### src/sfp_mgmt_pkg.sv
// Shared design types for the SFP management block, referenced by scoped name
package sfp_mgmt_pkg;

    // I2C transfer fields
    typedef logic [6:0] i2c_dev_addr_t;
    typedef logic [7:0] i2c_reg_addr_t;
    typedef logic [7:0] i2c_data_t;

    // Bit-level states of the random-read master
    typedef enum logic [3:0] {
        I2C_IDLE,
        I2C_START,
        I2C_ADDR,
        I2C_REG,
        I2C_RESTART,
        I2C_READ,
        I2C_ACK,
        I2C_STOP,
        I2C_DONE
    } i2c_state_t;

    // Request states of the two bus peers
    typedef enum logic [1:0] {
        POLL_IDLE,
        POLL_REQ,
        POLL_WAIT
    } poll_state_t;

endpackage

### src/i2c_bus_arbiter.sv
// Round-robin arbiter that hands the I2C reader to one of two requesting peers
module i2c_bus_arbiter (
    input  logic                        clk_125mhz_int,
    input  logic                        arst_n_i,
    input  logic [1:0]                  req_i,
    input  sfp_mgmt_pkg::i2c_dev_addr_t dev_addr0_i,
    input  sfp_mgmt_pkg::i2c_reg_addr_t reg_addr0_i,
    input  sfp_mgmt_pkg::i2c_dev_addr_t dev_addr1_i,
    input  sfp_mgmt_pkg::i2c_reg_addr_t reg_addr1_i,
    input  logic                        busy_i,
    input  logic                        done_i,
    output logic                        start_o,
    output sfp_mgmt_pkg::i2c_dev_addr_t dev_addr_o,
    output sfp_mgmt_pkg::i2c_reg_addr_t reg_addr_o,
    output logic [1:0]                  done_o
);

    logic [1:0] grant_q;
    logic       last_q;
    logic       pick;

    // Peer not served last wins a tie
    assign pick = (req_i[0] && req_i[1]) ? !last_q : req_i[1];

    always_ff @(posedge clk_125mhz_int or negedge arst_n_i) begin
        if (!arst_n_i) begin
            grant_q <= '0;
            last_q  <= 1'b1;
            start_o <= 1'b0;
        end else begin
            start_o <= 1'b0;
            if (grant_q == 2'b00 && !busy_i && req_i != 2'b00) begin
                grant_q <= 2'b01 << pick;
                last_q  <= pick;
                start_o <= 1'b1;
            end else if (done_i) begin
                grant_q <= '0;
            end
        end
    end

    assign dev_addr_o = grant_q[1] ? dev_addr1_i : dev_addr0_i;
    assign reg_addr_o = grant_q[1] ? reg_addr1_i : reg_addr0_i;
    assign done_o     = grant_q & {2{done_i}};

endmodule

### config.mk
export PLATFORM = sky130hd
export DESIGN_NAME = i2c_bus_arbiter
export DESIGN_NICKNAME = d
export VERILOG_FILES = /design/src/sfp_mgmt_pkg.sv /design/src/i2c_bus_arbiter.sv
export SDC_FILE = /design/constraint.sdc
export NUM_CORES = 1
export LEC_CHECK = 0
export BUFFER_PORTS_ARGS = -buffer_cell sky130_fd_sc_hd__buf_2
export CAP_MARGIN = 40
export CORE_MARGIN = 3
export CORE_UTILIZATION = 28
export DETAILED_ROUTE_END_ITERATION = 7
export PLACE_DENSITY = 0.77
export SYNTH_ARGS = -nofsm -noshare
export SYNTH_HDL_FRONTEND = slang
export SYNTH_SLANG_ARGS = --single-unit
### constraint.sdc
create_clock -name clk_125mhz_int -period 1.9 [get_ports clk_125mhz_int]
set_input_delay 0.285 -clock clk_125mhz_int [delete_from_list [all_inputs] [get_ports clk_125mhz_int]]
set_output_delay 0.285 -clock clk_125mhz_int [all_outputs]
set_load 0.1 [all_outputs]
### After elaboration in Yosys (flattened, before gate mapping)

Index checks and enable logic that the tools add are counted.

| operators by class | value |
|---|---|
| mux-type cells | 6 |
| add/sub/neg operators | 0 |
| bitwise logic cells | 1 |
| reductions and logical operators | 8 |
| divide/modulo/power cells | 0 |
| $mul | 0 |
| equal/unequal tests | 0 |
| shift-type cells | 1 |
| $lt $le $gt $ge | 0 |

Operator list:

| cell | number |
|---|---|
| 8-bit 2-to-1 mux | 1 |
| 7-bit 2-to-1 mux | 1 |
| 2-bit 2-to-1 mux | 2 |
| 2-bit nonzero test | 2 |
| 1-bit logical AND | 3 |
| 2-bit bitwise AND | 1 |
| 1-bit zero test | 2 |
| 2-bit zero test | 1 |
| 1-bit 2-to-1 mux | 2 |
| 1-bit by 1-bit left shift with 2-bit output (first input constant) | 1 |

| storage, ports and cells | value |
|---|---|
| memories | 0 |
| bits in latches | 0 |
| flip-flop bits (word level) | 4 |
| bits in writable memories | 0 |
| bits in read-only memories | 0 |

### Longest topological paths before layout

| depth | value |
|---|---|
| depth after elaboration | 4 |
| depth in mapped cells | 4 |

### Worst setup path before layout

OpenSTA, ideal clock, no wires.

| timing | value |
|---|---|
| path type | register to output |
| start | register grant_q[1] |
| end | output done_o[1] |
| cell stages (with the launch flop) | 4 |
| setup slack | 0.198 ns |
| path buffers | 2 |
| arrival time | 1.417 ns |
| required time | 1.615 ns |
| cells stage by stage | dfrtp_1 buf_6 buf_2 and2_1 |

| between the ends | value |
|---|---|
| longest elaborated chain between the ends | 1 |

Ends and longest elaborated chain:

| element | line | RTL |
|---|---|---|
| from (decl) | i2c_bus_arbiter.sv:18 | `logic [1:0] grant_q;` |
| from (signal assigned) | i2c_bus_arbiter.sv:33 | `grant_q <= 2'b01 << pick;` |
| 2-bit bitwise AND | i2c_bus_arbiter.sv:44 | `assign done_o = grant_q & {2{done_i}};` |
| to (decl) | i2c_bus_arbiter.sv:15 | `output logic [1:0] done_o` |

No other way between the ends.

### Worst setup path after layout

| timing | value |
|---|---|
| start | register grant_q[1] |
| end | output dev_addr_o[0] |

| between the ends | value |
|---|---|
| longest elaborated chain between the ends | 1 |

Ends and longest elaborated chain:

| element | line | RTL |
|---|---|---|
| 7-bit 2-to-1 mux | i2c_bus_arbiter.sv:42 | `assign dev_addr_o = grant_q[1] ? dev_addr1_i : dev_addr0_i;` |
| to (decl) | i2c_bus_arbiter.sv:13 | `output sfp_mgmt_pkg::i2c_dev_addr_t dev_addr_o,` |

No other way between the ends.

==> impl_metrics.env <==
export IMPL_hp_class="in -> reg"
export IMPL_antenna_found_initial=0
export IMPL_totalWireLength_mm=1.05
export IMPL_numCtsBuffers=3
export IMPL_final_hold_violation_count=0
export IMPL_num_vias=469
export IMPL_dr_pass1_iters=1
export IMPL_timing_rr_start="grant_q[1]"
export IMPL_clock_latency_ps=230
export IMPL_ctsLongestPathBuffers=2
export IMPL_layout_min_cycle_time_ps=1760
export IMPL_nFillCells=93
export IMPL_syn_num_nets=70
export IMPL_post_place_cells=99
export IMPL_fmax_mhz=568
export IMPL_setup_viol=0
export IMPL_io_buffer_count=53
export IMPL_syn_cell_area_sq_um=364
export IMPL_cap_violations=0
export IMPL_drive_gt1_frac=0.822
export IMPL_worstPathArrival_ps=1470
export IMPL_grt_pass1_vias=459
export IMPL_path_max_fanout=18
export IMPL_r2r_cells=3
export IMPL_ios=54
export IMPL_power_density_mw_per_mm2=1200
export IMPL_grt_overflow_total=0
export IMPL_n_antenna_cell=0
export IMPL_cts_tree="done"
export IMPL_cp_startpoint="grant_q[1]"
export IMPL_rsz0062_at_grt="false"
export IMPL_crit_chain="mux2_2, buf_2"
export IMPL_die_h_um=42.1
export IMPL_slew_headroom=0.674
export IMPL_routedWlPerCell_um=10.1
export IMPL_status="completed"
export IMPL_htreeDepth=1
export IMPL_yosysUniqueCellTypes=14
export IMPL_cts_setup_buffers=0
export IMPL_grt_pass1_wl_mm=1.77
export IMPL_final_setup_tns_ps=0
export IMPL_critical_path_slowest_cell="dfrtp_2"
export IMPL_cp_buffers_inverters=1
export IMPL_fin_cells=104
export IMPL_tightest_slew_ps=492
export IMPL_drv_slew=0
export IMPL_vdd_ir_drop_worst_mv=0.586
export IMPL_crit_path_end_kind="output port"
export IMPL_row_count=12
export IMPL_start_util=0.315
export IMPL_post_synth_cell_area_avg_sq_um=10.7
export IMPL_nets=127
export IMPL_period_share=0.926
export IMPL_cts_root_buffer="clkbuf_4"
export IMPL_grt_max_degree=19
export IMPL_finalClockSkew_ps=5.55
export IMPL_drt_initial_drc_count=0
export IMPL_ant_nets=0
export IMPL_yosysSeqAreaShare=0.278
export IMPL_regToRegSetupSlack_ps=390
export IMPL_r2r_end="grant_q[1]"
export IMPL_dieArea_sq_mm=0.00177
export IMPL_path_clk_slew_ps=40
export IMPL_die_width_um=42.1
export IMPL_critPathKind="reg -> out"
export IMPL_place_hpwl_um=930
export IMPL_required_ps=1620
export IMPL_p_leak_nw=0.370
export IMPL_globalRouteTotalUtil=0.127
export IMPL_final_common_cell="buf_2"
export IMPL_drcViolationCount=0
export IMPL_ys_ff_latch=4
export IMPL_design_core_area_sq_mm=0.00116
export IMPL_cts_sinks=4
export IMPL_worst_path_stages=2
export IMPL_endpoint="dev_addr_o[0]"
export IMPL_yosys_warnings=0
export IMPL_areaGrowthSynthToFinish_pct=87.6
export IMPL_crit_family="flip-flops"
export IMPL_place_congestion=0.707
export IMPL_layout_common_cells="52 x buf_2, 15 x mux2_2, 3 x clkbuf_4"
export IMPL_routed_via_density=4.51
export IMPL_netlist_instances=34
export IMPL_worstSetupStartpointType="flip-flop"
export IMPL_slowest_delay_ps=570
report_power, final:
group / leakage (nW) / total (mW) / switching, mW / internal (mW)
logic: 0.307 / 0.568 / 0.437 / 0.131
registers: 0.0481 / 0.139 / 0.0284 / 0.110
clock network: 0.0150 / 0.112 / 0.0333 / 0.0787
total: 0.370 / 0.819 / 0.499 / 0.320
flip-flops by register name, summed over array words and instances (netlist names):
| register | flops |
|---|---|
| grant_q | 2 |
| last_q | 1 |
| start_o | 1 |
how the worst min path moves through the flow:
stage             start    endpoint  slack [ps]  cells past startpoint
5_1_grt          done_i  grant_q[0]         290                      2
3_5_place_dp   arst_n_i  grant_q[1]          90                      1
2_1_floorplan  arst_n_i  grant_q[0]         -10                      0
6_report         done_i  grant_q[0]         280                      2
4_1_cts          done_i  grant_q[0]         260                      2
3_3_place_gp   arst_n_i  grant_q[1]          90                      1
metrics by stage:
step           total power [mW]  instance area, sq um  hold WS (ps)  setup WS [ps]   util
6_report                  0.819                   683           276            140  0.591
5_1_grt                   0.858                   683           289           75.3  0.591
4_1_cts                   0.829                   683           263            123  0.591
3_5_place_dp              0.709                   646          89.8            182  0.558
3_3_place_gp              0.704                   646          89.6            199  0.558
2_1_floorplan             0.625                   364         -10.6            198      -
what timing repair did:
item | CTS | global route
setup endpoints to repair | 15 | 0
gates resized for setup | 1 | 0
hold endpoints to repair | 3 | 0
hold buffers | 1 | 0
routing by layer:
| metal | part of all wire | global-route usage | up-vias |
|---|---|---|---|
| met4 | 0.011 | 0.0932 | 0 |
| li1 | - | - | 234 |
| met5 | 0 | 0 | - |
| met1 | 0.36 | 0.138 | 202 |
| met2 | 0.52 | 0.219 | 31 |
| met3 | 0.11 | 0.0215 | 2 |
worst reg2reg max path, stage by stage (launching register included):
cell,delay (ps)
dfrtp_2,530
or3_4,430
or3b_1,380
o21ai_0,90
cell type report:
cell class	count	area (sq um)	area share
Sequential cell	4	103	0.150
Inverter	2	7.51	0.0110
Tap cell	14	17.5	0.0256
Clock buffer	4	26.3	0.0385
Multi-Input combinational cell	26	239	0.350
Timing Repair Buffer	54	290	0.425
cells by family (layout without fill, tap and decap cells):
| kind of cell | after synthesis | after routing | synth area share |
|---|---|---|---|
| AOI/OAI and AO/OA | 4 | 4 | 0.0722 |
| buffers and inverters | 4 | 60 | 0.0653 |
| DFF | 4 | 4 | 0.278 |
| muxes | 15 | 15 | 0.464 |
| and+or+nand+nor | 7 | 7 | 0.120 |
cell usage after synthesis, drive strengths merged:
library cell | n | area (sq um)
dfstp | 1 | 26.3
a21boi | 1 | 7.51
or3b | 1 | 8.76
o32ai | 1 | 8.76
nand2 | 1 | 3.75
and2 | 2 | 12.5
o21ai | 2 | 10.0
buf | 2 | 16.3
inv | 2 | 7.51
or3 | 1 | 11.3
mux2 | 15 | 169
nor2 | 2 | 7.51
dfrtp | 3 | 75.1
(Power assumes the default switching activity.)
