===== config.mk =====
export PLATFORM = sky130hd
export DESIGN_NAME = board_io_sync
export DESIGN_NICKNAME = d
export VERILOG_FILES = /design/src/board_io_sync.sv
export SDC_FILE = /design/constraint.sdc
export NUM_CORES = 1
export LEC_CHECK = 0
export BUFFER_PORTS_ARGS = -buffer_cell sky130_fd_sc_hd__buf_2
export CAP_MARGIN = 15
export CORE_AREA = 3 3 40 42
export DETAILED_ROUTE_END_ITERATION = 10
export DIE_AREA = 0 0 43 45
export PLACE_DENSITY = 0.45
export SLEW_MARGIN = 20
export SYNTH_ARGS = -nofsm -noshare
export SYNTH_HDL_FRONTEND = slang
export SYNTH_SLANG_ARGS = --single-unit

===== constraint.sdc =====
create_clock -name clk_125mhz_int -period 0.8 [get_ports clk_125mhz_int]
set_input_delay 0.04 -clock clk_125mhz_int [delete_from_list [all_inputs] [get_ports clk_125mhz_int]]
set_output_delay 0.04 -clock clk_125mhz_int [all_outputs]
set_load 0.005 [all_outputs]

===== src/board_io_sync.sv =====
// Synchronizes SFP cage status and I2C line inputs and registers the I2C drive-low enables
module board_io_sync #(
    parameter int SYNC_STAGES = 2
) (
    input  logic clk_125mhz_int,
    input  logic arst_n_i,
    input  logic sfp_tx_fault_i,
    input  logic sfp_rx_los_i,
    input  logic sfp_mod_abs_i,
    input  logic scl_pin_i,
    input  logic sda_pin_i,
    input  logic scl_drv_i,
    input  logic sda_drv_i,
    output logic tx_fault_o,
    output logic rx_los_o,
    output logic mod_abs_o,
    output logic scl_o,
    output logic sda_o,
    output logic scl_oe_o,
    output logic sda_oe_o
);

    // Idle view of the pins: no fault, loss of signal, module absent, bus released
    localparam logic [4:0] SYNC_RST = 5'b01111;

    logic [4:0] sync_q [SYNC_STAGES];

    always_ff @(posedge clk_125mhz_int or negedge arst_n_i) begin
        if (!arst_n_i) begin
            for (int i = 0; i < SYNC_STAGES; i++) begin
                sync_q[i] <= SYNC_RST;
            end
            scl_oe_o <= 1'b0;
            sda_oe_o <= 1'b0;
        end else begin
            sync_q[0] <= {sfp_tx_fault_i, sfp_rx_los_i, sfp_mod_abs_i, scl_pin_i, sda_pin_i};
            for (int i = 1; i < SYNC_STAGES; i++) begin
                sync_q[i] <= sync_q[i-1];
            end
            // Output flops keep the pad drivers glitch free
            scl_oe_o <= scl_drv_i;
            sda_oe_o <= sda_drv_i;
        end
    end

    assign {tx_fault_o, rx_los_o, mod_abs_o, scl_o, sda_o} = sync_q[SYNC_STAGES-1];

endmodule


# [After elaboration in Yosys (flattened, before gate mapping)]
# Cells that the tools add are included.
[word_totals] wordCells=4 inputBits=9 reg_bits=12

# [Logic depth before layout (Yosys ltp)]
# Gate-level depths: netlist of the first run.
[depth] word_depth=0 mapped_depth=0 depth_no_buf=0

# [Worst setup path before layout of the first run]
# Ideal clock, no wire load.
[synth_timing] path_kind="register to register" from="reg sync_q[7] (netlist name)" to="reg sync_q, in the netlist mod_abs_o" required_time_ns=0.741 path_buffers=0 synth_period_minus_slack_ns=0.548 path_stages_with_launch=1 setup_ns=0.059 slack_ns=0.252 t_arrival_ns=0.489 cell_sequence="dfstp_2"
[synth_lines] item="start, declared" line_no="26" rtl="logic [4:0] sync_q [SYNC_STAGES];"
[synth_lines] item="start signal, assigned by index" line_no="38" rtl="sync_q[i] <= sync_q[i-1];"
# No word-level cell between the ends.

# [Final worst setup path of the first run]
[layout_timing] from="reg sync_q, in the netlist scl_o" to="out scl_o"
[layout_lines] item="end, declared" line_no="17" rtl="output logic scl_o,"
# No word-level cell between the ends.

==> results of run 1 <==
## cells in the mapped netlist
cell,n
dfrtp_1,4
dfstp_2,8
## final timing paths
kind / startpoint / end / slack, ns / depth (start not counted)
worst min-delay path: arst_n_i / tx_fault_o / 0.16 / 2
max in group asynchronous: arst_n_i / rx_los_o / 0.38 / 2
min in group clk_125mhz_int: sync_q[9] / tx_fault_o / 0.35 / 0
worst min register to register: sync_q[9] / tx_fault_o / 0.35 / 0
worst max register to register: sync_q[8] / rx_los_o / 0.22 / 0
worst max-delay path: scl_o / scl_o / -0.13 / 1
## layer usage
layer | global-route usage [%] | vias up | wire (um)
met5 | 0 | - | 0
met2 | 10.2 | 10 | 257
met3 | 3.59 | 0 | 54
met4 | 5.42 | 0 | 0
met1 | 5.08 | 87 | 174
li1 | - | 90 | -
## cell families after synthesis
group	after synthesis	synth area share [%]
flops	12	100
## registers in the layout, summed over array words and instances (netlist names)
signal	count
mod_abs_o	1
rx_los_o	1
scl_o	1
scl_oe_o	1
sda_o	1
sda_oe_o	1
sync_q	5
tx_fault_o	1
## power by group
part | switching (mW) | internal [mW]
clock | 0.189 | 0.276
sequential | 0.00782 | 0.653
combinational | 0.0270 | 0.0534
## stage by stage
stage          instance area [um2]  setup WS [ns]  setup TNS, ns  std cells  hold WS, ns
6_report                       527         -0.126         -0.464         54        0.156
5_1_grt                        527         -0.162         -0.675         54        0.177
4_1_cts                        520         -0.144         -0.549         54        0.161
3_5_place_dp                   404          0.158              0         42      -0.0816
3_3_place_gp                   404          0.166              0         42      -0.0881
2_1_floorplan                  310          0.252              0         12       -0.256
## layout make-up
| cell class | instances | share of cell area, % |
|---|---|---|
| Timing Repair Buffer | 23 | 30.6 |
| Sequential cell | 12 | 58.9 |
| Tap cell | 15 | 3.56 |
| Clock buffer | 4 | 6.89 |
## timing repair
| action | 4_1_cts | 5_1_grt |
|---|---|---|
| gates resized for setup | 0 | 1 |
| endpoints found under the setup margin | 5 | 7 |
| hold endpoints to repair | 19 | 0 |
| hold buffers | 8 | 0 |
==> key figures, run 1 <==
Status
  – Status: finished with violations
  – Failing checks: negative setup slack

Yosys
  – Seq/Total Area, Yosys: 100%
  – Yosys Warn Count: 0
  – Synthesized cell area: 310 um2
  – Yosys cell types: 2
  – Avg Cell Area, Syn: 25.9 um2
  – FF+latch count, synth: 12
  – Post-synth top area share: 67.7%
  – Synthesized instance count: 12
  – Synth area leaders: dfstp_2 (68%), dfrtp_1 (32%)
  – Largest area contributor in the netlist: dfstp_2
  – Syn nets: 21

Power and ir drop
  – Pleak: 0.246 nW
  – Max IR drop VDD: 1.02 mV
  – Power Total: 1.21 mW
  – P per Cell Area: 2290 nW/um2

Critical path
  – Worst Path Buf+Inv: 1
  – Crit start category: register
  – Critical path required time: 0.76 ns
  – WP data arrival: 0.89 ns
  – Largest delay contributor family on the critical path: flip-flops
  – Slowest-stage cell, CP: dfstp_2
  – Slowest cell delay on critical path: 0.52 ns
  – Critical path peak fanout: 1
  – Cells along the critical path: buf_2
  – WS Path Type: reg -> out
  – Crit. End Element: output pin

Detailed routing
  – Vias/cell: 3.46
  – Initial DRT Pass Iterations: 2
  – # DRC: 0
  – Wire per inst: 9.00 um
  – WL final: 486 um
  – 1st-iter DRT viols: 2
  – Vias: 187
  – Post-DRT Antenna Nets: 0

Placed design
  – Global placement routability congestion: 0.578
  – Port Buffers: 15

STA
  – Worst Max-Slew Pin Slew: 0.240 ns
  – Clock skew: 0.00547 ns
  – Final setup margin: -0.126 ns
  – Fmax achieved: 1080 MHz
  – Final hold violations: 0
  – Rel. slew slack: 84.0%
  – Final Setup Violations: 4
  – Fin crit period: 0.926 ns
  – Tcrit/Tclk final: 116%
  – RSZ-0062 raised after global routing: true
  – Fin. max-slew vios: 0

Final layout
  – Footprint of the multi-input gates: 0 um2
  – Sequential Area: 310 um2
  – Layout net count: 49
  – Count of filler cells inserted in the layout: 126
  – Share of layout cells above drive strength 1: 69.2%
  – Number of diodes: 0
  – Synth-to-layout area growth: 69.8%
  – Commonest non-fill, non-tap cells in the layout: buf_2 (14), dlygate4sd3_1 (8), dfstp_2 (8)
  – #MultiIn Comb: 0
  – Core Util, Final: 41.0%
  – Most common cell after layout, fill and taps aside: buf_2

CTS
  – Setup Buffers After CTS: 0
  – Clock buffer depth: 2
  – Clk root buf: clkbuf_4
  – Skew-Pair Late Insertion Delay: 0.27 ns
  – TritonCTS clock tree: yes
  – Clk pin slew, worst setup/hold paths: 0.07 ns
  – Clock sink count: 12
  – Num CTS Buffers: 3
  – H-tree Lvls: 1

Floorplanning
  – Die Span Y: 45 um
  – Initial core utilization: 24.1%
  – # rows: 13
  – Die Wd: 43 um
  – Floorplan core area: 1280 um2
  – Die area: 1940 um2
  – # IOs: 16

Global routing
  – Global route overflow: 0
  – First-pass GRT wire length: 759 um
  – Total track usage: 6.10%
  – Largest net degree at the start of global routing: 13
  – Antenna violations before repair: 0
  – Vias in the first global route: 200

Run
  – Max-cap violations: 0

Worst hold path
  – Worst hold path type: in -> async
(Power assumes the default switching activity.)
==> run 2, diff against run 1 <==
BUFFER_PORTS_ARGS = not set   (was -buffer_cell sky130_fd_sc_hd__buf_2)
CELL_PAD_IN_SITES_DETAIL_PLACEMENT = 1   (was not set)
CELL_PAD_IN_SITES_GLOBAL_PLACEMENT = 1   (was not set)
DONT_BUFFER_PORTS = 1   (was not set)
MAX_ROUTING_LAYER = met4   (was not set)
PLACE_DENSITY = 0.4   (was 0.45)
==> key figures, run 2 (same netlist as run 1, synthesis figures left out) <==
Floorplanning
  – # rows: 13
  – Floorplan core area: 1280 um2
  – Die area: 1940 um2
  – # IOs: 16
  – Die Wd: 43 um
  – Die Span Y: 45 um
  – Initial core utilization: 24.1%

Placed design
  – Placed inst area: 329 um2
  – Port Buffers: 0
  – Global placement routability congestion: 0.535
  – Placed cell count: 27
  – Post-Place Worst Slack: 0.236 ns

Detailed routing
  – Vias: 146
  – # DRC: 0
  – Initial DRT Pass Iterations: 2
  – Vias/cell: 3.74
  – 1st-iter DRT viols: 2
  – WL final: 468 um
  – Wire per inst: 12.0 um
  – Post-DRT Antenna Nets: 0

Power and ir drop
  – Max IR drop VDD: 0.922 mV
  – Power Total: 1.16 mW
  – P per Cell Area: 2610 nW/um2
  – Pleak: 0.185 nW

Critical path
  – Crit start category: register
  – FF-to-FF Start: sync_q[8]
  – Critical path peak fanout: 1
  – Critical path required time: 0.76 ns
  – Reg-to-reg slack, setup: 0.22 ns
  – Crit. End Element: output pin
  – R2R Path End: rx_los_o
  – Path depth of the worst reg2reg path: 0
  – Critical path depth: 0
  – WP data arrival: 0.79 ns
  – WS Path Type: reg -> out

STA
  – Fmax achieved: 1200 MHz
  – Tcrit/Tclk final: 104%
  – Final setup margin: -0.0322 ns
  – Final hold violations: 0
  – Final Setup Violations: 4
  – Rel. slew slack: 65.2%
  – RSZ-0062 raised after global routing: true
  – Fin. max-slew vios: 0
  – Clock skew: 0.000302 ns
  – Fin crit period: 0.832 ns
  – Worst Max-Slew Pin Slew: 0.520 ns

Final layout
  – Layout net count: 34
  – Largest register FFs: 5
  – Core Util, Final: 34.7%
  – Commonest non-fill, non-tap cells in the layout: dlygate4sd3_1 (8), dfstp_2 (8), dfrtp_1 (4)
  – Synth-to-layout area growth: 43.5%
  – Count of filler cells inserted in the layout: 134
  – Footprint of the multi-input gates: 0 um2
  – Share of layout cells above drive strength 1: 50.0%
  – Reg with most FFs: sync_q
  – Number of diodes: 0
  – Fin cells: 39
  – #MultiIn Comb: 0
  – Post-route cell area: 445 um2

Global routing
  – Vias in the first global route: 147
  – Total track usage: 5.23%
  – Global route overflow: 0
  – Antenna violations before repair: 0
  – First-pass GRT wire length: 634 um
  – Largest net degree at the start of global routing: 13

CTS
  – TritonCTS clock tree: yes
  – Clk pin slew, worst setup/hold paths: 0.07 ns
  – PostCTS Resize Cnt: 0
  – Clk root buf: clkbuf_4
  – Clock sink count: 12
  – Skew-Pair Late Insertion Delay: 0.26 ns
  – H-tree Lvls: 1
  – Setup Buffers After CTS: 0
  – Num CTS Buffers: 3
  – Clock buffer depth: 2

Status
  – Failing checks: negative setup slack
  – Status: finished with violations

Worst hold path
  – Worst hold path type: in -> async

Run
  – Max-cap violations: 0
[run 2: worst max path at each step]
| stage | start | endpoint | slack [ns] |
|---|---|---|---|
| 5_1_grt | rx_los_o | rx_los_o | -0.07 |
| 4_1_cts | rx_los_o | rx_los_o | -0.06 |
| 2_1_floorplan | sync_q[7] | mod_abs_o | 0.25 |
| 6_report | rx_los_o | rx_los_o | -0.03 |
| 3_5_place_dp | sync_q[8] | rx_los_o | 0.24 |
| 3_3_place_gp | sync_q[6] | scl_o | 0.25 |
[run 2: per-layer routing]
metal  up-vias  routed length [um]  track usage (%)
li1         61                   -                -
met1        76                 152             4.28
met2         9                 268             8.38
met3         0                  48             3.59
met4         0                   0             3.61
met5         -                   0                -
[run 2: power breakdown]
group	switching [mW]	internal (mW)	leakage, nW	total, mW
Sequential	0.0129	0.653	0.131	0.666
Combinational	0.0152	0.0259	0.0334	0.0411
Clock	0.179	0.276	0.0210	0.455
Total	0.207	0.955	0.185	1.16
[run 2: timing repair]
item	CTS	global route
hold endpoints to repair	19	0
setup endpoints to repair	4	4
hold buffers	8	0
[run 2: area by class of cell]
class                 count  area (um2)  share of cell area (%)
sequential               12         310                    69.7
timing repair buffer      8        80.1                    18.0
clock buffer              4        36.3                    8.15
tap                      15        18.8                    4.21
[run 2: per-stage QoR]
stage               setup TNS [ns]  hold WS [ns]
finish                      -0.113         0.191
global route                -0.270         0.215
CTS                         -0.212         0.192
detailed placement               0        -0.255
global placement                 0        -0.255
floorplan                        0        -0.256
