### config.mk
export PLATFORM = sky130hd
export DESIGN_NAME = sfp_port_monitor
export DESIGN_NICKNAME = d
export VERILOG_FILES = /design/src/sfp_mgmt_pkg.sv /design/src/sfp_map_pkg.sv /design/src/sfp_port_monitor.sv
export SDC_FILE = /design/constraint.sdc
export NUM_CORES = 1
export LEC_CHECK = 0
export BUFFER_PORTS_ARGS = -buffer_cell sky130_fd_sc_hd__buf_2
export CORE_MARGIN = 2
export CORE_UTILIZATION = 35
export CTS_CLUSTER_DIAMETER = 150
export DETAILED_ROUTE_END_ITERATION = 10
export PLACE_DENSITY = 0.72
export SYNTH_ARGS = -nofsm -noshare
export SYNTH_HDL_FRONTEND = slang
export SYNTH_SLANG_ARGS = --single-unit
### constraint.sdc
create_clock -name clk_125mhz_int -period 1.3 [get_ports clk_125mhz_int]
set_input_delay 0.26 -clock clk_125mhz_int [delete_from_list [all_inputs] [get_ports clk_125mhz_int]]
set_output_delay 0.26 -clock clk_125mhz_int [all_outputs]
set_load 0.03 [all_outputs]
### src/sfp_mgmt_pkg.sv
// Shared design types for the SFP management block, referenced by scoped name
package sfp_mgmt_pkg;

    // I2C transfer fields
    typedef logic [6:0] i2c_dev_addr_t;
    typedef logic [7:0] i2c_reg_addr_t;
    typedef logic [7:0] i2c_data_t;

    // Bit-level states of the random-read master
    typedef enum logic [3:0] {
        I2C_IDLE,
        I2C_START,
        I2C_ADDR,
        I2C_REG,
        I2C_RESTART,
        I2C_READ,
        I2C_ACK,
        I2C_STOP,
        I2C_DONE
    } i2c_state_t;

    // Request states of the two bus peers
    typedef enum logic [1:0] {
        POLL_IDLE,
        POLL_REQ,
        POLL_WAIT
    } poll_state_t;

endpackage

### src/sfp_map_pkg.sv
// SFP two-wire memory map constants used by the identifier and diagnostics readers
package sfp_map_pkg;

    // Serial ID EEPROM, A0h in 8-bit notation
    localparam logic [6:0] SFP_ID_DEV_ADDR = 7'h50;
    // Identifier byte, module type code
    localparam logic [7:0] SFP_ID_REG = 8'd0;

    // Digital diagnostics page, A2h in 8-bit notation
    localparam logic [6:0] SFP_DIAG_DEV_ADDR = 7'h51;
    // Temperature MSB, whole degrees C
    localparam logic [7:0] SFP_TEMP_REG = 8'd96;

endpackage

### src/sfp_port_monitor.sv
// SFP presence and fault handling with TX disable, LEDs and the identifier read on insertion
module sfp_port_monitor (
    input  logic                        clk_125mhz_int,
    input  logic                        arst_n_i,
    input  logic                        tx_fault_i,
    input  logic                        rx_los_i,
    input  logic                        mod_abs_i,
    input  logic                        done_i,
    input  logic                        nack_i,
    input  sfp_mgmt_pkg::i2c_data_t     data_i,
    output logic                        req_o,
    output sfp_mgmt_pkg::i2c_dev_addr_t dev_addr_o,
    output sfp_mgmt_pkg::i2c_reg_addr_t reg_addr_o,
    output logic                        present_o,
    output sfp_mgmt_pkg::i2c_data_t     id_byte_o,
    output logic                        id_valid_o,
    output logic                        sfp_tx_disable_o,
    output logic [1:0]                  sfp_led_o
);

    sfp_mgmt_pkg::poll_state_t state;
    logic                      present_q;

    assign req_o      = (state == sfp_mgmt_pkg::POLL_REQ);
    assign dev_addr_o = sfp_map_pkg::SFP_ID_DEV_ADDR;
    assign reg_addr_o = sfp_map_pkg::SFP_ID_REG;
    assign present_o  = present_q;

    always_ff @(posedge clk_125mhz_int or negedge arst_n_i) begin
        if (!arst_n_i) begin
            state            <= sfp_mgmt_pkg::POLL_IDLE;
            present_q        <= 1'b0;
            id_valid_o       <= 1'b0;
            sfp_tx_disable_o <= 1'b1;
            sfp_led_o        <= 2'b00;
        end else begin
            present_q        <= !mod_abs_i;
            sfp_tx_disable_o <= mod_abs_i || tx_fault_i;
            // LED 0 link light, LED 1 fault
            sfp_led_o        <= {tx_fault_i, !mod_abs_i && !rx_los_i};
            case (state)
                sfp_mgmt_pkg::POLL_IDLE: begin
                    if (present_q) begin
                        state <= sfp_mgmt_pkg::POLL_REQ;
                    end
                end
                sfp_mgmt_pkg::POLL_REQ: begin
                    if (done_i) begin
                        state      <= sfp_mgmt_pkg::POLL_WAIT;
                        id_valid_o <= !nack_i && present_q;
                    end
                end
                default: begin
                    // One read per insertion
                    if (!present_q) begin
                        state <= sfp_mgmt_pkg::POLL_IDLE;
                    end
                end
            endcase
            if (!present_q) begin
                id_valid_o <= 1'b0;
            end
        end
    end

    always_ff @(posedge clk_125mhz_int) begin
        if (state == sfp_mgmt_pkg::POLL_REQ && done_i && !nack_i) begin
            id_byte_o <= data_i;
        end
    end

endmodule

Word-level counts from Yosys, hierarchy flattened
Index checks and enable logic that the tools add are counted.
Word-level totals
  input port bits: 15
  register bits after elaboration: 15
  output and inout bits: 29
  word-level logic and storage cells: 30
  memories: 0
  ROM bits: 0
  bits in latches: 0
  memory bits (writable): 0
Operators by class
  reduce and logical (&&, ||, !) cells: 11
  multiplexer cells: 7
  bitwise gates (word level): 0
  order comparisons: 0
  $mul: 0
  $add $sub $neg: 0
  divide/modulo/power cells: 0
  equal/unequal tests: 6
  shift-type cells: 0
Operator list (number)
  $ne A2 B2 Y1 const B: 4
  $mux W2: 3
  $logic_and A1 B1 Y1: 4
  $pmux W2 S2: 1
  $logic_not A1 Y1: 3
  $mux W1: 3
  $ne A3 B2 Y1 const B: 1
  $reduce_and A3 Y1: 1
  $eq A2 B1 Y1 const B: 1
  $logic_not A2 Y1: 1
  $reduce_and A2 Y1: 1
  $logic_or A1 B1 Y1: 1

Depth between registers and ports, before layout
Gate-level depths: netlist of run 1.
  depth in word-level cells: 5
  gate-level depth with buffers: 3
  depth with buffers taken out: 3

Worst setup path after synthesis of run 1
No wires, ideal clock.
  path kind: register -> register
  start point: register state[1]
  end point: register id_byte_o[0], enable pin
  data arrival time: 0.955 ns
  stages on the path, launching flop included: 3
  path slack: -0.029 ns
  path through: dfrtp_1 -> nand3b_4 -> nor2_1
Between the ends
  longest elaborated chain between the ends: 3
RTL lines
  start, declared: RTL line sfp_port_monitor.sv:21  | sfp_mgmt_pkg::poll_state_t state;
  start signal, assigned: RTL line sfp_port_monitor.sv:31  | state <= sfp_mgmt_pkg::POLL_IDLE;
  start signal, assigned: RTL line sfp_port_monitor.sv:44  | state <= sfp_mgmt_pkg::POLL_REQ;
  start signal, assigned: RTL line sfp_port_monitor.sv:49  | state <= sfp_mgmt_pkg::POLL_WAIT;
  $eq A2 B1 Y1: RTL line sfp_port_monitor.sv:67  | if (state == sfp_mgmt_pkg::POLL_REQ && done_i && !nack_i) begin
  $logic_and A1 B1 Y1 (2 in a row): RTL line sfp_port_monitor.sv:67
  end signal, assigned: RTL line sfp_port_monitor.sv:68  | id_byte_o <= data_i;
  end, declared: RTL line sfp_port_monitor.sv:15  | output sfp_mgmt_pkg::i2c_data_t id_byte_o,
Every way passes these cells.
A chain may end at the register's enable or synchronous reset.

Worst setup path in the final report of run 1
  start point: register state[0]
  end point: output port req_o
Between the ends
  longest elaborated chain between the ends: 1
RTL lines
  $eq A2 B1 Y1: RTL line sfp_port_monitor.sv:24  | assign req_o = (state == sfp_mgmt_pkg::POLL_REQ);
  end, declared: RTL line sfp_port_monitor.sv:11  | output logic req_o,
Every way passes these cells.

==> flow_summary.toml, run 1 <==
[run_status]
outcome = "completed"

[layout]
drive_gt1_share_pct = 47.4
n_antenna_cell = 0
fillers = 159
syn_to_final_growth_pct = 23.4
final_nets = 92
instances_no_fill = 93

[clock_tree]
htree_num_levels = 1
clkTransAtPathRegs_ns = 0.09
cts_buffers = 3
clkLatencyLatePin_ns = 0.27
root_buffer = "clkbuf_4"
tritoncts = "yes"
postCtsSetupBuffers = 0
clock_path_buffers = 2
cts_sinks = 15

[power_and_ir_drop]
p_sw_mw = 0.414
power_frac_comb_pct = 28.4
power_density_nw_per_um2 = 1590
power_mw = 1.21
seq_power_share_pct = 50.6
leakagePower_nw = 0.392
p_clk_share_pct = 21.0
p_int_mw = 0.798
ir_worst_vdd_mv = 0.473
swShare_pct = 34.1

[place]
gp_congestion = 0.641
port_buffers = 28
dpl.hpwl_um = 750
placedCellCount = 89

[detailed_routing]
dr.pass1.iters = 2
vias = 370
final_antenna_net_count = 0
wl_per_cell_um = 9.58
via_per_inst = 3.98
drc = 0
wl_um = 891
drtIter0Drc = 2

[synth]
seq_area_frac_synth_pct = 67.3
synth_cell_type_count = 15
yosysTopAreaCell = "edfxtp_1"
synthCells = 45
synth.top_cell.area_share_pct = 38.8
yosysWarnings = 0
synth-seq-cells = 15
yosys-top-cells-area = "edfxtp_1 39%, dfrtp_1 24%, buf_4 18%"
syn_area_sq_um = 619
post_synth.cell_area_avg_sq_um = 13.8

[global_routing]
overflow = 0
grt-busiest-layer = "met2"
met1_usage_pct = 8.04
met3_usage_pct = 3.92
antenna_found_initial = 0
grtUsageTotal_pct = 8.59
grt_pass1_vias = 310
use_met2_pct = 15.0
grt_max_degree = 10
grt_pass1_wl_mm = 1.25

[timing]
finalHoldViolCount = 0
max_freq_mhz = 782
slew_viol_final = 0
fin_crit_sh_pct = 98.4
rsz0062_at_grt = "true"
min_period_ns = 1.28
setup_viol = 0
clock_skew_ns = 0.000820

[setup_path]
cp_slowest_cell = "dfrtp_1"
worstPathCellList = "nor2b_1, buf_4"
arrival_ns = 1.02
cp-end-kind = "output pin"
critical_path.max_fanout = 4
critPathTopFamily = "flip-flops"
worst-path-buf-inv = 1
crit_required_ns = 1.04
reg2reg_from = "state[1]$_DFFE_PN0P_"
cp.depth = 2
ff2ff_path_depth = 2
crit_type = "flip-flop to output pin"
critPathLaunchType = "flip-flop"
crit_path_max_incr_delay_ns = 0.44
cp-startpoint = "state[0]$_DFFE_PN0P_"

[floorplanning]
start_util_pct = 36.7
coreArea_sq_um = 1690
die_w_um = 46.1
io-pin-count = 44
fp-row-count = 15
die_area_sq_um = 2120
die_y_um = 46.1

[min_path]
holdCritPathClass = "input pin to flip-flop"
holdPathStages = 1
hp-start = "tx_fault_i"

[run]
cap_viol_max_count = 0
[worst reg2reg max path, cell delays in order, from the launching register on]
cell,delay [ns]
dfrtp_1,0.42
nand3b_4,0.19
nor2_4,0.21
[metal layers]
metal	routed length [um]	part of all wire [%]	up-vias
met3	149	17	2
met5	0	0	-
met4	6	0.67	0
met1	270	30	166
li1	-	-	178
met2	464	52	24
[flip-flops by register name, summed over array words and instances, names as in the netlist]
name / flops
id_valid_o: 1
sfp_tx_disable_o: 1
state: 2
id_byte_o: 8
sfp_led_o: 2
present_o: 1
[synth_stat cells]
master     n
a22o_1     1
and2_0     1
buf_4     15
conb_1     2
dfrtp_1    6
dfstp_2    1
edfxtp_1   8
inv_1      1
nand2_1    2
nand3b_4   1
nor2_1     3
nor2b_1    1
o21a_1     1
o21ai_0    1
or2_2      1
[final cells by class]
class                      instances  area, sq um  area share, %
sequential                        15          417           54.5
timing repair buffer              29          153           20.0
multi-input combinational         27          143           18.7
clock buffer                       3         22.5           2.95
tap                               17         21.3           2.78
clock inverter                     1         5.00          0.655
inverter                           1         3.75          0.491
[power by group through the flow]
stage / combinational, mW / sequential, mW / clock (mW)
after floorplan: 0.218 / 0.682 / 0
after global placement: 0.352 / 0.612 / 0
after detailed placement: 0.355 / 0.615 / 0
after CTS: 0.341 / 0.613 / 0.266
after global routing: 0.371 / 0.624 / 0.285
final: 0.344 / 0.613 / 0.255
[metrics by stage]
| stage | instance area [sq um] | utilization [%] | hold slack, ns | worst slack [ns] | setup TNS, ns |
|---|---|---|---|---|---|
| final | 764 | 45.3 | 0.0995 | 0.0206 | 0 |
| after CTS | 759 | 45.0 | 0.0905 | 0.0132 | 0 |
| after global placement | 727 | 43.0 | 0.0932 | 0.122 | 0 |
| after global routing | 764 | 45.3 | 0.0866 | -0.0362 | -0.0362 |
| after floorplan | 671 | - | -0.0356 | 0.135 | 0 |
| after detailed placement | 727 | 43.0 | 0.0977 | 0.0893 | 0 |
[path summary, 6_finish.rpt]
kind                                                   end  slack [ns]
worst max-delay path                                 req_o        0.02
worst min-delay path                sfp_led_o[1]$_DFF_PN0_         0.1
worst max register to register      id_byte_o[0]$_DFFE_PP_        0.17
worst min register to register      id_valid_o$_DFFE_PN0P_        0.55
max in group asynchronous       sfp_tx_disable_o$_DFF_PN1_        0.74
min in group asynchronous              present_o$_DFF_PN0_        0.33
[logic make-up after synthesis]
family	Yosys count	synth area share, %
simple gates	9	9.30
other cells	2	1.21
flops	15	67.3
buf+inv	16	18.8
compound gates	3	3.43
[what timing repair did]
item / 4_1_cts / 5_1_grt
hold endpoints to repair: 6 / 0
endpoints found under the setup margin: 1 / 9
hold buffers: 1 / 0
resized for setup: 1 / 1
[layout by cell type, fill, tap and decap left out]
cell type,n
buf_2,27
conb_1,15
edfxtp_1,8
dfrtp_1,6
clkbuf_4,3
nor2_1,2
nand2_1,2
inv_1,1
nand3b_4,1
nor2_4,1
or2_2,1
and2_0,1
o21a_1,1
o21ai_0,1
a22o_1,1
nor2b_1,1
clkinv_2,1
dlygate4sd3_1,1
buf_4,1
dfstp_2,1
(Power assumes the default switching activity.)
==> inputs of run 2 (changes only) <==
--- a/config.mk
+++ b/config.mk
@@ -11,6 +11,7 @@
 export CTS_CLUSTER_DIAMETER = 150
 export DETAILED_ROUTE_END_ITERATION = 10
 export PLACE_DENSITY = 0.72
+export SETUP_SLACK_MARGIN = 0.3
 export SYNTH_ARGS = -nofsm -noshare
 export SYNTH_HDL_FRONTEND = slang
 export SYNTH_SLANG_ARGS = --single-unit
==> run 2 against run 1 <==
Maximum frequency increased by 6.6%. Design area grew 17%. Hold slack lost 0.0011 ns. Largest cell class unchanged.
==> flow_summary.toml, run 2 (synthesized netlist as in run 1, its figures left out) <==
[floorplanning]
die_y_um = 46.1
fp-row-count = 15
die_area_sq_um = 2120
start_util_pct = 36.7
io-pin-count = 44
coreArea_sq_um = 1690
die_w_um = 46.1

[setup_path]
crit_required_ns = 1.04
critical_path.max_fanout = 3
critPathLaunchType = "flip-flop"
ff2ff_path_depth = 2
crit_type = "flip-flop to output pin"
arrival_ns = 0.94
cp-end-kind = "output pin"

[clock_tree]
cts_buffers = 3
clkLatencyLatePin_ns = 0.27
tritoncts = "yes"
cts_sinks = 15
htree_num_levels = 1
clock_path_buffers = 2
root_buffer = "clkbuf_4"
clkTransAtPathRegs_ns = 0.08

[timing]
setup_viol = 0
fin_tns_setup_ns = 0
max_freq_mhz = 833
slew_viol_final = 0
finalHoldViolCount = 0
fin_crit_sh_pct = 92.3
rsz0062_at_grt = "true"
min_period_ns = 1.20
layout_setup_ws_ns = 0.0999
clock_skew_ns = 0.00298

[detailed_routing]
via_per_inst = 4.04
wl_um = 950
drc = 0
drtIter0Drc = 1
vias = 392
wl_per_cell_um = 9.79
dr.pass1.iters = 2
final_antenna_net_count = 0

[layout]
drive_gt1_share_pct = 53.8
final_nets = 96
top_regs = "id_byte_o: 8 flops, sfp_led_o: 2 flops, state: 2 flops"
fin_area_sq_um = 895
final_cell_mix = "15 x conb_1, 15 x buf_6, 14 x buf_2"
syn_to_final_growth_pct = 44.4
fillers = 148
largest_reg_flops = 8
top_register = "id_byte_o"
n_antenna_cell = 0

[place]
gp_congestion = 0.629
dpl.hpwl_um = 747
place_ws_ns = 0.145
place_area_sq_um = 728
port_buffers = 28

[global_routing]
grtUsageTotal_pct = 9.51
grt_max_degree = 9
grt_pass1_wl_mm = 1.35
overflow = 0
antenna_found_initial = 0
grt_pass1_vias = 362

[min_path]
holdCritPathClass = "input pin to flip-flop"
holdPathStages = 1

[power_and_ir_drop]
leakagePower_nw = 0.438
power_density_nw_per_um2 = 1500
ir_worst_vdd_mv = 0.598

[run_status]
outcome = "completed"

[run]
cap_viol_max_count = 0
==> run 2: final timing paths <==
| check | startpoint | end | slack (ns) |
|---|---|---|---|
| min in group asynchronous | arst_n_i | present_o$_DFF_PN0_ | 0.33 |
| worst max register to register | state[1]$_DFFE_PN0P_ | id_byte_o[7]$_DFFE_PP_ | 0.24 |
| worst min-delay path | tx_fault_i | sfp_led_o[1]$_DFF_PN0_ | 0.1 |
| worst max-delay path | state[1]$_DFFE_PN0P_ | req_o | 0.1 |
| worst min register to register | id_valid_o$_DFFE_PN0P_ | id_valid_o$_DFFE_PN0P_ | 0.64 |
| max in group asynchronous | arst_n_i | sfp_tx_disable_o$_DFF_PN1_ | 0.74 |
==> run 2: power breakdown <==
group / internal, mW / total [mW] / switching (mW)
registers: 0.570 / 0.604 / 0.0338
clock network: 0.119 / 0.247 / 0.128
logic: 0.211 / 0.488 / 0.277
==> run 2: critical path, stage by stage, from the launching register on <==
cell and delay (ns):
dfrtp_1 0.40, nor2b_2 0.13, buf_6 0.14
==> run 2: per-stage QoR <==
stage	power, mW	utilization [%]	std cells	hold slack (ns)
floorplan	0.913	-	58	-0.0356
global placement	0.957	43.1	88	0.0939
detailed placement	0.970	43.1	88	0.0945
CTS	1.34	52.4	97	0.0881
global route	1.41	53.0	97	0.0779
finish	1.34	53.0	97	0.0983
==> run 2: layout make-up <==
type | instances | area (sq um) | area share (%)
sequential | 15 | 418 | 46.7
timing repair buffer | 32 | 264 | 29.5
multi-input combinational | 28 | 161 | 18.0
clock buffer | 4 | 26.3 | 2.94
tap | 17 | 21.3 | 2.38
inverter | 1 | 3.75 | 0.420
==> run 2: what timing repair did <==
item,in CTS,in global routing
endpoints found under the hold margin,7,0
pin swaps,3,2
cloned,1,0
buffers inserted,3,0
setup endpoints to repair,23,24
hold buffers,1,0
resized for setup,29,5
==> run 2: routing by layer <==
layer	GRT usage [%]	wire, um	vias up
li1	-	-	186
met1	8.35	307	176
met2	17.2	530	28
met3	3.53	106	2
met4	6.86	6	0
met5	0	0	-
